==> src/design/noc_params.sv <==
package noc_params;

    localparam int VC_NUM         = 2;   // Virtual channels per port
    localparam int VC_SIZE        = 1;   // Bits of a VC identifier
    localparam int FLIT_DATA_SIZE = 16;  // Payload width
    localparam int COORD_SIZE     = 2;   // Bits per mesh coordinate
    localparam int BUFFER_SIZE    = 8;   // Flits per VC buffer
    localparam int PIPELINE_DEPTH = 2;   // Free slots needed to keep on/off high
    localparam int PORT_NUM       = 5;   // Router ports

    typedef enum logic [1:0]
    {
        HEAD,
        BODY,
        TAIL,
        HEADTAIL                         // Single-flit packet
    } flit_label_t;

    typedef enum logic [2:0]
    {
        LOCAL,
        NORTH,
        SOUTH,
        WEST,
        EAST
    } port_t;

    typedef enum logic [1:0]
    {
        IDLE,
        VA,                              // Waiting for a downstream VC
        SA                               // Competing for the switch
    } buf_state_t;

    // Head flits carry the destination in the low payload bits,
    // x in data[3:2] and y in data[1:0]
    typedef struct packed
    {
        flit_label_t                flit_label;
        logic [VC_SIZE-1:0]         vc_id;
        logic [FLIT_DATA_SIZE-1:0]  data;
    } flit_t;

endpackage

==> src/design/circular_buffer.sv <==
`timescale 1ns/1ns

module circular_buffer #(
    parameter int BUFFER_SIZE    = noc_params::BUFFER_SIZE,
    parameter int PIPELINE_DEPTH = noc_params::PIPELINE_DEPTH
)(
    input  logic              clk,
    input  logic              rst,
    input  noc_params::flit_t data_i,
    input  logic              read_i,
    input  logic              write_i,
    output noc_params::flit_t data_o,
    output logic              is_full_o,
    output logic              is_empty_o,
    output logic              on_off_o
);

    localparam int PTR_W = $clog2(BUFFER_SIZE);
    localparam int CNT_W = $clog2(BUFFER_SIZE + 1);

    noc_params::flit_t mem [BUFFER_SIZE];
    logic [PTR_W-1:0]  rd_ptr;
    logic [PTR_W-1:0]  wr_ptr;
    logic [CNT_W-1:0]  count;
    logic              do_read;
    logic              do_write;

    assign do_read  = read_i & ~is_empty_o;   // Empty reads ignored
    assign do_write = write_i & ~is_full_o;   // Full writes ignored

    assign data_o     = mem[rd_ptr];          // Head flit always visible
    assign is_empty_o = (count == '0);
    assign is_full_o  = (count == CNT_W'(BUFFER_SIZE));
    assign on_off_o   = (count <= CNT_W'(BUFFER_SIZE - PIPELINE_DEPTH));

    always_ff @(posedge clk)
    begin
        if (do_write)
        begin
            mem[wr_ptr] <= data_i;
        end
    end

    always_ff @(posedge clk, posedge rst)
    begin
        if (rst)
        begin
            rd_ptr <= '0;
            wr_ptr <= '0;
            count  <= '0;
        end
        else
        begin
            if (do_write)
            begin
                wr_ptr <= (wr_ptr == PTR_W'(BUFFER_SIZE - 1)) ? '0 : wr_ptr + 1'b1;
            end
            if (do_read)
            begin
                rd_ptr <= (rd_ptr == PTR_W'(BUFFER_SIZE - 1)) ? '0 : rd_ptr + 1'b1;
            end
            case ({do_write, do_read})
                2'b10:   count <= count + 1'b1;
                2'b01:   count <= count - 1'b1;
                default: count <= count;          // Both or neither
            endcase
        end
    end

endmodule

==> src/design/input_buffer.sv <==
`timescale 1ns/1ns

module input_buffer #(
    parameter int ROUTER_X = 1,
    parameter int ROUTER_Y = 1
)(
    input  logic                           clk,
    input  logic                           rst,
    input  noc_params::flit_t              data_i,
    input  logic                           read_i,
    input  logic                           write_i,
    input  logic [noc_params::VC_SIZE-1:0] vc_new_i,
    input  logic                           vc_valid_i,
    output noc_params::flit_t              data_o,
    output logic                           is_empty_o,
    output logic                           on_off_o,
    output noc_params::port_t              out_port_o,
    output logic                           vc_request_o,
    output logic                           switch_request_o,
    output logic                           vc_allocatable_o,
    output logic                           error_o
);

    noc_params::buf_state_t         ss;
    noc_params::buf_state_t         ss_next;
    noc_params::port_t              route_port;
    noc_params::port_t              out_port_next;
    noc_params::flit_t              read_flit;
    logic [noc_params::VC_SIZE-1:0] downstream_vc;
    logic [noc_params::VC_SIZE-1:0] downstream_vc_next;
    logic read_cmd;
    logic write_cmd;
    logic is_full;
    logic end_packet;                 // Tail of current packet already buffered
    logic end_packet_next;
    logic vc_allocatable_next;
    logic error_next;
    logic in_head;
    logic in_tail;
    logic out_tail;
    logic body_ok;

    assign in_head  = (data_i.flit_label == noc_params::HEAD)
                    | (data_i.flit_label == noc_params::HEADTAIL);
    assign in_tail  = (data_i.flit_label == noc_params::TAIL)
                    | (data_i.flit_label == noc_params::HEADTAIL);
    assign out_tail = (read_flit.flit_label == noc_params::TAIL)
                    | (read_flit.flit_label == noc_params::HEADTAIL);
    assign body_ok  = write_i & ~in_head & ~end_packet;   // Continues open packet

    circular_buffer circular_buffer_inst (
        .clk        (clk),
        .rst        (rst),
        .data_i     (data_i),
        .read_i     (read_cmd),
        .write_i    (write_cmd),
        .data_o     (read_flit),
        .is_full_o  (is_full),
        .is_empty_o (is_empty_o),
        .on_off_o   (on_off_o)
    );

    route_compute #(
        .ROUTER_X (ROUTER_X),
        .ROUTER_Y (ROUTER_Y)
    ) route_compute_inst (
        .dest_i     (data_i.data[2*noc_params::COORD_SIZE-1:0]),
        .out_port_o (route_port)
    );

    always_ff @(posedge clk, posedge rst)
    begin
        if (rst)
        begin
            ss               <= noc_params::IDLE;
            out_port_o       <= noc_params::LOCAL;
            downstream_vc    <= '0;
            end_packet       <= 1'b0;
            vc_allocatable_o <= 1'b0;
            error_o          <= 1'b0;
        end
        else
        begin
            ss               <= ss_next;
            out_port_o       <= out_port_next;
            downstream_vc    <= downstream_vc_next;
            end_packet       <= end_packet_next;
            vc_allocatable_o <= vc_allocatable_next;
            error_o          <= error_next;
        end
    end

    always_comb
    begin
        data_o              = read_flit;
        data_o.vc_id        = downstream_vc;   // Relabel for next router
        ss_next             = ss;
        out_port_next       = out_port_o;
        downstream_vc_next  = downstream_vc;
        end_packet_next     = end_packet;
        vc_allocatable_next = 1'b0;
        read_cmd            = 1'b0;
        write_cmd           = 1'b0;
        vc_request_o        = 1'b0;
        switch_request_o    = 1'b0;
        error_next          = write_i & is_full;   // Overflowing flit is lost

        unique case (ss)
            noc_params::IDLE:
            begin
                if (write_i & in_head & is_empty_o)
                begin
                    ss_next         = noc_params::VA;
                    out_port_next   = route_port;
                    write_cmd       = 1'b1;
                    end_packet_next = in_tail;   // Single-flit packet
                end
                if ((write_i & ~in_head) | read_i | vc_valid_i)
                begin
                    error_next = 1'b1;
                end
            end

            noc_params::VA:
            begin
                vc_request_o = 1'b1;
                if (vc_valid_i)
                begin
                    ss_next            = noc_params::SA;
                    downstream_vc_next = vc_new_i;
                end
                write_cmd = body_ok;
                if (body_ok & ~is_full)
                begin
                    end_packet_next = in_tail;
                end
                if ((write_i & (in_head | end_packet)) | read_i)
                begin
                    error_next = 1'b1;
                end
            end

            noc_params::SA:
            begin
                switch_request_o = 1'b1;
                read_cmd         = read_i;
                write_cmd        = body_ok;
                if (body_ok & ~is_full)
                begin
                    end_packet_next = in_tail;
                end
                if (read_i & out_tail)
                begin
                    ss_next             = noc_params::IDLE;
                    vc_allocatable_next = 1'b1;   // Hand downstream VC back
                    end_packet_next     = 1'b0;
                end
                if ((write_i & (in_head | end_packet)) | vc_valid_i)
                begin
                    error_next = 1'b1;
                end
            end

            default:
            begin
                ss_next         = noc_params::IDLE;
                end_packet_next = 1'b0;
                error_next      = 1'b1;
            end
        endcase
    end

endmodule

==> src/design/route_compute.sv <==
`timescale 1ns/1ns

module route_compute #(
    parameter int ROUTER_X = 1,
    parameter int ROUTER_Y = 1
)(
    input  logic [2*noc_params::COORD_SIZE-1:0] dest_i,
    output noc_params::port_t                   out_port_o
);

    localparam logic [noc_params::COORD_SIZE-1:0] HERE_X = ROUTER_X[noc_params::COORD_SIZE-1:0];
    localparam logic [noc_params::COORD_SIZE-1:0] HERE_Y = ROUTER_Y[noc_params::COORD_SIZE-1:0];

    logic [noc_params::COORD_SIZE-1:0] dest_x;
    logic [noc_params::COORD_SIZE-1:0] dest_y;

    assign dest_x = dest_i[2*noc_params::COORD_SIZE-1:noc_params::COORD_SIZE];
    assign dest_y = dest_i[noc_params::COORD_SIZE-1:0];

    // X is resolved fully before any Y hop
    always_comb
    begin
        if (dest_x > HERE_X)
        begin
            out_port_o = noc_params::EAST;
        end
        else if (dest_x < HERE_X)
        begin
            out_port_o = noc_params::WEST;
        end
        else if (dest_y > HERE_Y)
        begin
            out_port_o = noc_params::NORTH;
        end
        else if (dest_y < HERE_Y)
        begin
            out_port_o = noc_params::SOUTH;
        end
        else
        begin
            out_port_o = noc_params::LOCAL;   // Arrived
        end
    end

endmodule

==> config.mk <==
export PLATFORM = sky130hd
export DESIGN_NAME = input_buffer
export DESIGN_NICKNAME = d
export VERILOG_FILES = /design/src/design/noc_params.sv /design/src/design/circular_buffer.sv /design/src/design/input_buffer.sv /design/src/design/route_compute.sv
export SDC_FILE = /design/constraint.sdc
export NUM_CORES = 1
export LEC_CHECK = 0
export ABC_AREA = 1
export CAP_MARGIN = 20
export CORE_ASPECT_RATIO = 0.75
export CORE_MARGIN = 1.5
export CORE_UTILIZATION = 35
export DETAILED_ROUTE_END_ITERATION = 16
export DONT_BUFFER_PORTS = 1
export GPL_TIMING_DRIVEN = 0
export PLACE_DENSITY = 0.53
export SYNTH_ARGS = -nofsm -noshare
export SYNTH_HDL_FRONTEND = slang
export SYNTH_HIERARCHICAL = 1
export SYNTH_SLANG_ARGS = --single-unit
==> constraint.sdc <==
create_clock -name clk -period 4.8 [get_ports clk]
set_input_delay 0.24 -clock clk [delete_from_list [all_inputs] [get_ports clk]]
set_output_delay 0.24 -clock clk [all_outputs]
set_load 0.1 [all_outputs]
==> impl_metrics.toml <==
[run_status]
status = "finished, final reports clean"

[clock_network]
cts_inserted_buffers = 17
cts-htree-levels = 4
post_cts_setup_repair_buffer_count = 0
clkSinkCount = 163
worst_setup_hold_path_clk_slew_ps = 70
clock_tree.root_cell = "clkbuf_16"
cts_buffer_depth = 2
tritoncts_clock_tree = "yes"
clk-insertion-delay-late_ps = 430

[setup_path]
cp_data_required_time_ps = 4930
worst-path-max-fanout = 10
cp.depth = 9
timing_worst_setup_path_type = "reg2reg"
cells_along_the_critical_path = "nor2_1 > nand3_1 > inv_1 > nand4_4 > a21oi_1 > nand2_1 > buf_4 > nor3_2 > buf_6"
setup.worst_path.end_class = "flip-flop"
worst_path_dominant_cell_family = "simple AND/OR/NAND/NOR gates"
critical_path.reg2reg.endpoint = "circular_buffer_inst/mem[0][14]$_DFFE_PP_"
crit_arrival_ps = 3740
ff_to_ff_path_depth = 9
crit_path_end = "circular_buffer_inst/mem[0][14]$_DFFE_PP_"
worst_path_largest_cell_delay_ps = 710
cp-start-kind = "flip-flop"
critPathBufInv = 3
timing.reg2reg.setup_slack_ps = 1190
timing.critical_path.from = "circular_buffer_inst/count[0]$_DFFE_PP0P_"
cp_max_delay_cell = "inv_1"
worstReg2RegStart = "circular_buffer_inst/count[0]$_DFFE_PP0P_"

[routing]
route.detailed.drc = 0
routed_wirelength_um = 17900
final_antenna_violating_net_count = 0
routed-via-count = 5002
routed_wire_length_per_instance_um = 15.5
drt_pass1_iterations = 4
drtIter0Drc = 356
vias_per_cell = 4.35

[logic_synthesis]
syn-cell-area_um2 = 7490
synth_fp_nets = 832
postSynthAreaPerCell_um2 = 9.44
synth-warning-count = 6
syn_inst = 793

[sta]
finalCriticalPeriod_ps = 3610
max_freq_mhz = 277
timing.final.hold_violations = 0
rsz_0062_raised_after_global_routing = "no"
worstMarginPinSlew_ps = 1110
setup_violations = 0
max_slew_margin = 0.258
worst_setup_skew_after_layout_ps = 8.31
setup_slack_ps = 1190
final_max_slew_viol_count = 0
period_share = 0.752

[die]
die_area_um2 = 22300
fp.dieH_um = 130
core_area_um2 = 21100
ioPinCount = 53
die-width_um = 172
start_util = 0.355
floorplan.rows = 46

[placement]
dpl-instance-area_um2 = 8040
place_congestion = 0.744
detailed_place_hpwl_um = 12000
preCtsSetupSlack_ps = 1160
placed_cells = 1094
io_port_bufs = 0

[grt]
grt_usage = 0.172
via_count_of_the_first_global_routing_pass = 4674
pin_count_of_the_biggest_net_entering_global_routing = 17
overflow = 0
grt_pass1_wl_um = 27500
antenna_found_initial = 0

[layout]
stdcell_count = 1150
most-common-layout-cells = "nand2_1 (280), nor2_1 (154), edfxtp_1 (144)"
finalInstanceArea_um2 = 8840
fillCellCount = 2061
numnets_final = 888
layout.cells.most_common = "nand2_1"
areaGrowthSynthToFinish_pct = 18.0
post_route_cells_drive_above_1_share = 0.0963
insertedDiodeCount = 0

[flow_run]
drv_cap = 0

[hold_path]
timing.hold.worst.class = "in2reg"
==> registers in the layout, indices dropped and copies added (netlist names), 2 cells and up <==
signal,cells
circular_buffer_inst/mem,144
circular_buffer_inst/count,4
circular_buffer_inst/rd_ptr,3
ss,2
out_port_o,3
circular_buffer_inst/wr_ptr,3
==> per-stage QoR <==
stage	TNS, ps	utilization	hold slack (ps)
global route	0	0.419	26.1
CTS	0	0.419	25.0
detailed placement	0	0.382	128
floorplan	0	-	67.9
global placement	-57800	0.373	119
finish	0	0.419	34.4
==> final cells by class <==
cell class	count	area, um^2	share of cell area
Multi-Input combinational cell	492	2140	0.242
Tap cell	288	360	0.0408
Sequential cell	163	4800	0.543
Clock inverter	15	133	0.0150
Clock buffer	17	425	0.0481
Timing Repair Buffer	37	390	0.0442
Buffer	31	184	0.0208
Inverter	107	402	0.0455
==> routing by layer <==
| metal | track usage | share of wire |
|---|---|---|
| met5 | 0 | 0 |
| met4 | 0.0425 | 0.012 |
| met3 | 0.0495 | 0.045 |
| met2 | 0.264 | 0.45 |
| met1 | 0.242 | 0.49 |
==> worst min-delay path by stage <==
stage / startpoint / end / slack [ps] / depth (start not counted)
6_report: data_i[3] / out_port_o[2]$_DFFE_PP0P_ / 30 / 2
5_1_grt: data_i[3] / out_port_o[2]$_DFFE_PP0P_ / 30 / 2
3_5_place_dp: rst / error_o$_DFF_PP0_ / 130 / 1
4_1_cts: data_i[3] / out_port_o[2]$_DFFE_PP0P_ / 30 / 2
2_1_floorplan: rst / downstream_vc$_DFFE_PP0P_ / 70 / 1
3_3_place_gp: rst / error_o$_DFF_PP0_ / 120 / 1
==> timing repair <==
| action | CTS | global route |
|---|---|---|
| hold buffers | 24 | 0 |
| gates resized for setup | 0 | 0 |
| setup endpoints to repair | 0 | 0 |
| endpoints found under the hold margin | 166 | 0 |
Power is not shown: default switching activity piles up to over one toggle a cycle in this logic, so the estimate is an artifact.
