File: config.mk
export PLATFORM = sky130hd
export DESIGN_NAME = vc_allocator
export DESIGN_NICKNAME = d
export VERILOG_FILES = /design/src/design/noc_params.sv /design/src/design/vc_allocator.sv
export SDC_FILE = /design/constraint.sdc
export NUM_CORES = 1
export LEC_CHECK = 0
export BUFFER_PORTS_ARGS = -buffer_cell sky130_fd_sc_hd__buf_4
export CORE_MARGIN = 1.5
export CORE_UTILIZATION = 50
export DETAILED_ROUTE_END_ITERATION = 8
export PLACE_DENSITY_LB_ADDON = 0.08
export REMOVE_ABC_BUFFERS = 1
export SETUP_SLACK_MARGIN = 0.5
export SLEW_MARGIN = 10
export SYNTH_ARGS = -nofsm -noshare
export SYNTH_HDL_FRONTEND = slang
export SYNTH_SLANG_ARGS = --single-unit
export TNS_END_PERCENT = 10
File: constraint.sdc
create_clock -name clk -period 2.1 [get_ports clk]
set_input_delay 0.21 -clock clk [delete_from_list [all_inputs] [get_ports clk]]
set_output_delay 0.21 -clock clk [all_outputs]
set_load 0.01 [all_outputs]
File: src/design/noc_params.sv
package noc_params;

    localparam int VC_NUM         = 2;   // Virtual channels per port
    localparam int VC_SIZE        = 1;   // Bits of a VC identifier
    localparam int FLIT_DATA_SIZE = 16;  // Payload width
    localparam int COORD_SIZE     = 2;   // Bits per mesh coordinate
    localparam int BUFFER_SIZE    = 8;   // Flits per VC buffer
    localparam int PIPELINE_DEPTH = 2;   // Free slots needed to keep on/off high
    localparam int PORT_NUM       = 5;   // Router ports

    typedef enum logic [1:0]
    {
        HEAD,
        BODY,
        TAIL,
        HEADTAIL                         // Single-flit packet
    } flit_label_t;

    typedef enum logic [2:0]
    {
        LOCAL,
        NORTH,
        SOUTH,
        WEST,
        EAST
    } port_t;

    typedef enum logic [1:0]
    {
        IDLE,
        VA,                              // Waiting for a downstream VC
        SA                               // Competing for the switch
    } buf_state_t;

    // Head flits carry the destination in the low payload bits,
    // x in data[3:2] and y in data[1:0]
    typedef struct packed
    {
        flit_label_t                flit_label;
        logic [VC_SIZE-1:0]         vc_id;
        logic [FLIT_DATA_SIZE-1:0]  data;
    } flit_t;

endpackage

File: src/design/vc_allocator.sv
`timescale 1ns/1ns

module vc_allocator (
    input  logic                           clk,
    input  logic                           rst,
    input  logic [noc_params::VC_NUM-1:0]  vc_request_i,
    input  noc_params::port_t              out_port_i [noc_params::VC_NUM],
    input  logic [noc_params::VC_NUM-1:0]  vc_allocatable_i,
    output logic [noc_params::VC_NUM-1:0]  vc_valid_o,
    output logic [noc_params::VC_SIZE-1:0] vc_new_o [noc_params::VC_NUM]
);

    logic [noc_params::VC_NUM-1:0]  busy  [noc_params::PORT_NUM];   // Per port, per downstream VC
    logic [noc_params::VC_NUM-1:0]  taken [noc_params::PORT_NUM];
    noc_params::port_t              owner_port [noc_params::VC_NUM];
    logic [noc_params::VC_SIZE-1:0] owner_vc   [noc_params::VC_NUM];

    // Lower input VCs pick first and claim their VC in the scratch table
    always_comb
    begin
        taken = busy;
        for (int i = 0; i < noc_params::VC_NUM; i++)
        begin
            vc_valid_o[i] = 1'b0;
            vc_new_o[i]   = '0;
            if (vc_request_i[i])
            begin
                for (int v = noc_params::VC_NUM - 1; v >= 0; v--)   // Lowest free wins
                begin
                    if (!taken[out_port_i[i]][v])
                    begin
                        vc_valid_o[i] = 1'b1;
                        vc_new_o[i]   = v[noc_params::VC_SIZE-1:0];
                    end
                end
                if (vc_valid_o[i])
                begin
                    taken[out_port_i[i]][vc_new_o[i]] = 1'b1;
                end
            end
        end
    end

    always_ff @(posedge clk, posedge rst)
    begin
        if (rst)
        begin
            for (int p = 0; p < noc_params::PORT_NUM; p++)
            begin
                busy[p] <= '0;
            end
        end
        else
        begin
            for (int i = 0; i < noc_params::VC_NUM; i++)
            begin
                if (vc_allocatable_i[i])
                begin
                    busy[owner_port[i]][owner_vc[i]] <= 1'b0;
                end
            end
            for (int i = 0; i < noc_params::VC_NUM; i++)
            begin
                if (vc_valid_o[i])
                begin
                    busy[out_port_i[i]][vc_new_o[i]] <= 1'b1;
                end
            end
        end
    end

    always_ff @(posedge clk)
    begin
        for (int i = 0; i < noc_params::VC_NUM; i++)
        begin
            if (vc_valid_o[i])
            begin
                owner_port[i] <= out_port_i[i];
                owner_vc[i]   <= vc_new_o[i];
            end
        end
    end

endmodule

==> results.toml, run 1 <==
[global_route]
grt_max_degree = 19
grtUsageTotal_pct = 27.84
grt_antenna_before_repair = 0
overflow = 0
grt_pass1_vias = 1367
grt_pass1_wl_mm = 6.706

[clock_tree]
cts_inserted_buffers = 3
cts_max_level = 1
cts_tree = "done"
cts_buffer_depth = 2
root_buffer = "clkbuf_4"
path_clk_slew_ns = 0.11
clk_latency_ns = 0.31
cts.sinks = 18

[die]
die-area_mm2 = 0.003129
core_mm2 = 0.002710
fp.dieH_um = 55.94
io_pins = 16
fp-row-count = 19
die_w_um = 55.94
start_util_pct = 51.71

[timing]
worst_pin_slew_ns = 0.4816
drv_slew = 0
rsz0062_at_grt = "yes"
timing.final.hold_violations = 0
fin_crit_ns = 2.182
setup_ws_ns = -0.08203
max_freq_ghz = 0.4583
timing.setup.tns_ns = -0.1562
skew_ns = 0.009283
post-route-period-util_pct = 103.9
max-slew-margin-rel_pct = 67.86
setup_viol = 2

[layout]
nFillCells = 237
drive_gt1_share_pct = 33.91
n_antenna_cell = 0
utilization_pct = 65.56
final_cell_mix = "24 x buf_4, 15 x nand3_1, 11 x nand2_1"
final_common_cell = "buf_4"
area_growth_pct = 26.79
nets = 187

[worst_hold_path]
hp-class = "input pin to flop"

[detailed_routing]
detail-route-antenna-nets = 0
drt_iter0_markers = 125
via_count = 1378
wl_per_cell_um = 19.87
drc = 0
firstDrtPassIters = 4
routed_wl_mm = 4.074
viasPerCell = 6.722

[power_and_ir_drop]
switching_share_pct = 40.14
seq_power_share_pct = 41.0
p_per_area_mw_per_mm2 = 906.4
irDropWorstVdd_mv = 0.6732
p_clk_share_pct = 12.3
p_int_uw = 964.1
power_frac_comb_pct = 46.7
switchingPower_uw = 646.3
leakage_nw = 0.6811

[synthesis]
avgSynthCellArea_um2 = 9.598
synth_edf_count = 8
syn_inst = 146
ys_seq_elements = 18
synth_cell_types = 62
ys_dominant_reg_cell = "dfrtp_1"
netlist_area_mm2 = 0.001401
synth_seq_area_share_pct = 35.00
yosysWarnings = 0
synthArstFlopShare_pct = 55.56

[worst_setup_path]
path_class = "flop to output pin"
critPathLaunchType = "flop"
worstSetupEndpointType = "output pin"
cp_data_arrival_time_ns = 1.97
cp_max_fo = 4
worstPathRequired_ns = 1.89

[place]
dp_hpwl_mm = 2.945
place_congestion = 0.9633
io_buffers = 15
dp_slack_ns = 0.03399

[flow_run]
cap_viol_max_count = 0

[status]
run_status = "finished, violations left"
violations = "negative setup slack"
[cell families after synthesis]
logic type	after synthesis	synth area share, %
simple gates	73	32.77
compound gates	37	23.66
flops	18	35.00
buf+inv	12	4.196
mux	5	3.750
xor+xnor	1	0.6251
[layer usage]
metal / wire length, um / share of wire, % / GRT usage (%)
met1: 1724 / 42 / 35.12
met2: 2021 / 50 / 47.11
met3: 219 / 5.4 / 5.116
met4: 108 / 2.7 / 11.22
met5: 0 / 0 / 0
[final timing paths]
check	start	to	slack (ns)	depth (start not counted)
min in group asynchronous	rst	busy[3]	0.45	3
worst min-delay path	out_port_i[5]	busy[9]	0.13	2
worst max-delay path	busy[9]	vc_new_o[0]	-0.08	6
worst max register to register	busy[9]	owner_vc[0][1]	0.16	6
max in group asynchronous	rst	busy[7]	1.31	3
worst min register to register	busy[0]	busy[0]	0.53	1
[power groups by stage]
stage               Sequential [mW]  Combinational, mW  Clock [mW]
CTS                           0.650              0.697       0.205
detailed placement            0.665              0.577           0
global route                  0.670              0.810       0.210
floorplan                     0.604              0.404           0
global placement              0.661              0.561           0
finish                        0.661              0.752       0.198
[synthesized netlist by cell type (3+ instances only)]
cell	instances	area share, %
nor2b_1	4	1.8
edfxtp_1	8	17
a21o_1	3	1.6
nand2b_1	5	2.2
nand4b_1	3	1.9
nor2_1	9	2.4
inv_1	5	1.3
nand2_1	13	3.5
o211ai_1	4	2.1
mux2i_1	3	2.1
o21ai_0	3	1.1
dfrtp_1	10	18
a21oi_1	3	1.1
nand3_1	15	5.4
[metrics by stage]
step           area, um^2  cells  power (mW)  hold WS (ns)
2_1_floorplan        1365    140       1.008       0.05018
3_3_place_gp         1584    195       1.221        0.2537
3_5_place_dp         1584    195       1.242        0.2624
4_1_cts              1727    205       1.552       0.09899
5_1_grt              1777    205       1.690        0.1288
6_report             1777    205       1.610        0.1265
[flip-flops by register name (all words and copies together) (netlist names)]
name and count:
busy 10, owner_port 6, owner_vc 2
[critical path, stage by stage, from the launching register on]
cell     delay (ns)
dfrtp_1        0.37
or4b_4         0.48
o211a_4        0.19
a31oi_4        0.18
buf_6          0.12
and4b_1        0.20
buf_4          0.12
[what timing repair did]
item / in CTS / in global routing
endpoints found under the hold margin: 10 / 0
gates resized for setup: 13 / 11
setup buffers: 5 / 0
cloned: 0 / 0
hold buffers: 1 / 0
endpoints found under the setup margin: 17 / 20
pin swaps: 7 / 11
[area by class of cell]
cell class / instances / area, um^2 / share of cell area (%)
Multi-Input combinational cell: 116 / 948.4 / 53.38
Sequential cell: 18 / 490.5 / 27.61
Timing Repair Buffer: 30 / 250.2 / 14.08
Tap cell: 31 / 38.79 / 2.183
Clock buffer: 4 / 26.28 / 1.479
Inverter: 6 / 22.52 / 1.268
No activity file was read; power rests on OpenSTA's default activity.
==> inputs of run 2 (changes only) <==
BUFFER_PORTS_ARGS = -buffer_cell sky130_fd_sc_hd__buf_2   (was -buffer_cell sky130_fd_sc_hd__buf_4)
==> run 2 against run 1 <==
Against the previous run:
- the run ends with design-rule violations, negative setup slack left
- critical path depth did not move
- die area did not move
- clock power fell by 12%
- power is 1.3% lower
- fmax rose by 0.42%
- clock skew decreased by 0.0065 ns
- final cell count rose by 1.5%
- largest power group unchanged
==> results.toml, run 2 (same netlist as run 1, synthesis figures left out) <==
[status]
run_status = "finished, violations left"
violations = "design-rule violations, negative setup slack"

[power_and_ir_drop]
irDropWorstVdd_mv = 0.6599
p_per_area_mw_per_mm2 = 886.2
total_power_mw = 1.589
leakage_nw = 0.7021

[place]
place_congestion = 0.9419
dp_hpwl_mm = 2.925
dp_slack_ns = 0.02476
io_buffers = 15
place_area_mm2 = 0.001567

[timing]
max_freq_ghz = 0.4602
post-route-period-util_pct = 103.5
rsz0062_at_grt = "yes"
skew_ns = 0.002765
fin_crit_ns = 2.173
max-slew-margin-rel_pct = 69.67
worst_pin_slew_ns = 0.4544
setup_ws_ns = -0.07288
drv_slew = 0
setup_viol = 2
timing.final.hold_violations = 0

[worst_setup_path]
worstSetupEndpointType = "output pin"
cp_max_fo = 4
worst_path_largest_cell_delay_ns = 0.45
reg2reg_depth = 8
critPathSlowestCell = "dfrtp_1"
path_class = "flop to output pin"
critPathLaunchType = "flop"
crit_chain = "mux2i_2, nor3b_2, nand3_1, o211ai_4, and4b_1, buf_2"
worstPathRequired_ns = 1.89
cp_data_arrival_time_ns = 1.96

[detailed_routing]
detail-route-antenna-nets = 0
viasPerCell = 6.563
drc = 2
via_count = 1365
wl_per_cell_um = 19.23
drt_iter0_markers = 74
firstDrtPassIters = 6
routed_wl_mm = 4.000

[die]
die-area_mm2 = 0.003129
io_pins = 16
core_mm2 = 0.002710
start_util_pct = 51.71
fp-row-count = 19
die_w_um = 55.94
fp.dieH_um = 55.94

[layout]
fin_area_mm2 = 0.001793
area_growth_pct = 27.95
utilization_pct = 66.16
nets = 191
final_cell_mix = "15 x nand3_1, 13 x buf_2, 13 x buf_4"
regMostFlops = "busy"
largest_reg_flops = 10
top_regs = "busy: 10 flops, owner_port: 6 flops, owner_vc: 2 flops"
drive_gt1_share_pct = 36.72
n_antenna_cell = 0
final_common_cell = "nand3_1"

[global_route]
grt_max_degree = 16
grtUsageTotal_pct = 26.91
grt_pass1_wl_mm = 6.541
overflow = 0
grt_pass1_vias = 1306
grt_antenna_before_repair = 0

[worst_hold_path]
hold_depth = 2
hp-class = "input pin to flop"

[clock_tree]
clk_latency_ns = 0.29
cts_tree = "done"
cts_max_level = 1
cts_buffer_depth = 2
path_clk_slew_ns = 0.11
root_buffer = "clkbuf_4"
cts.sinks = 18
cts_inserted_buffers = 3

[flow_run]
cap_viol_max_count = 0
[run 2: final timing paths]
path | start | to | slack, ns
setup reg to reg | busy[1] | busy[9] | 0.09
hold / removal | out_port_i[3] | busy[9] | 0.22
max in group asynchronous | rst | busy[8] | 1.34
setup / recovery | busy[4] | vc_new_o[0] | -0.07
min in group asynchronous | rst | busy[3] | 0.45
hold reg to reg | busy[0] | busy[0] | 0.52
[run 2: where the power goes]
| part | switching, mW | leakage (nW) | internal [mW] | total (mW) |
|---|---|---|---|---|
| Sequential | 0.153 | 0.196 | 0.505 | 0.658 |
| Combinational | 0.375 | 0.492 | 0.382 | 0.757 |
| Clock | 0.108 | 0.0138 | 0.0665 | 0.174 |
| Total | 0.636 | 0.702 | 0.953 | 1.59 |
[run 2: final cells by class]
type                    instances  area [um^2]
fillers                       222        917.1
well taps                      31        38.79
flip-flops and latches         18        490.5
repair buffers                 34        260.3
inverters                       6        22.52
multi-input cells             116        958.4
clock buffers                   3        22.52
[run 2: repair_timing]
item,CTS,global route
pin swaps,9,5
endpoints found under the hold margin,10,0
hold buffers,1,0
endpoints found under the setup margin,16,19
gates resized for setup,15,10
buffers inserted,8,0
[run 2: metal layers]
| metal | vias to the layer above | wire length (um) | track usage [%] | share of wire, % |
|---|---|---|---|---|
| met5 | - | 0 | 0 | 0 |
| met3 | 8 | 222 | 2.791 | 5.6 |
| li1 | 641 | - | - | - |
| met2 | 55 | 1961 | 44.56 | 49 |
| met4 | 0 | 59 | 6.463 | 1.5 |
| met1 | 661 | 1756 | 38.10 | 44 |
[run 2: critical path: cells and delay by family (launching register included)]
kind	cells	cell delay, ns
AOI/OAI and AO/OA	1	0.25
and+or+nand+nor	3	0.71
buffers and inverters	1	0.14
DFF	1	0.45
muxes	1	0.12
[run 2: through the flow]
stage                     hold slack (ns)  TNS (ns)  std cells
after global placement             0.2383         0        196
after detailed placement           0.2386         0        196
after CTS                          0.2249  -0.02947        208
after global routing               0.2258   -0.1910        208
after floorplan                   0.05018         0        140
final                              0.2207   -0.1167        208
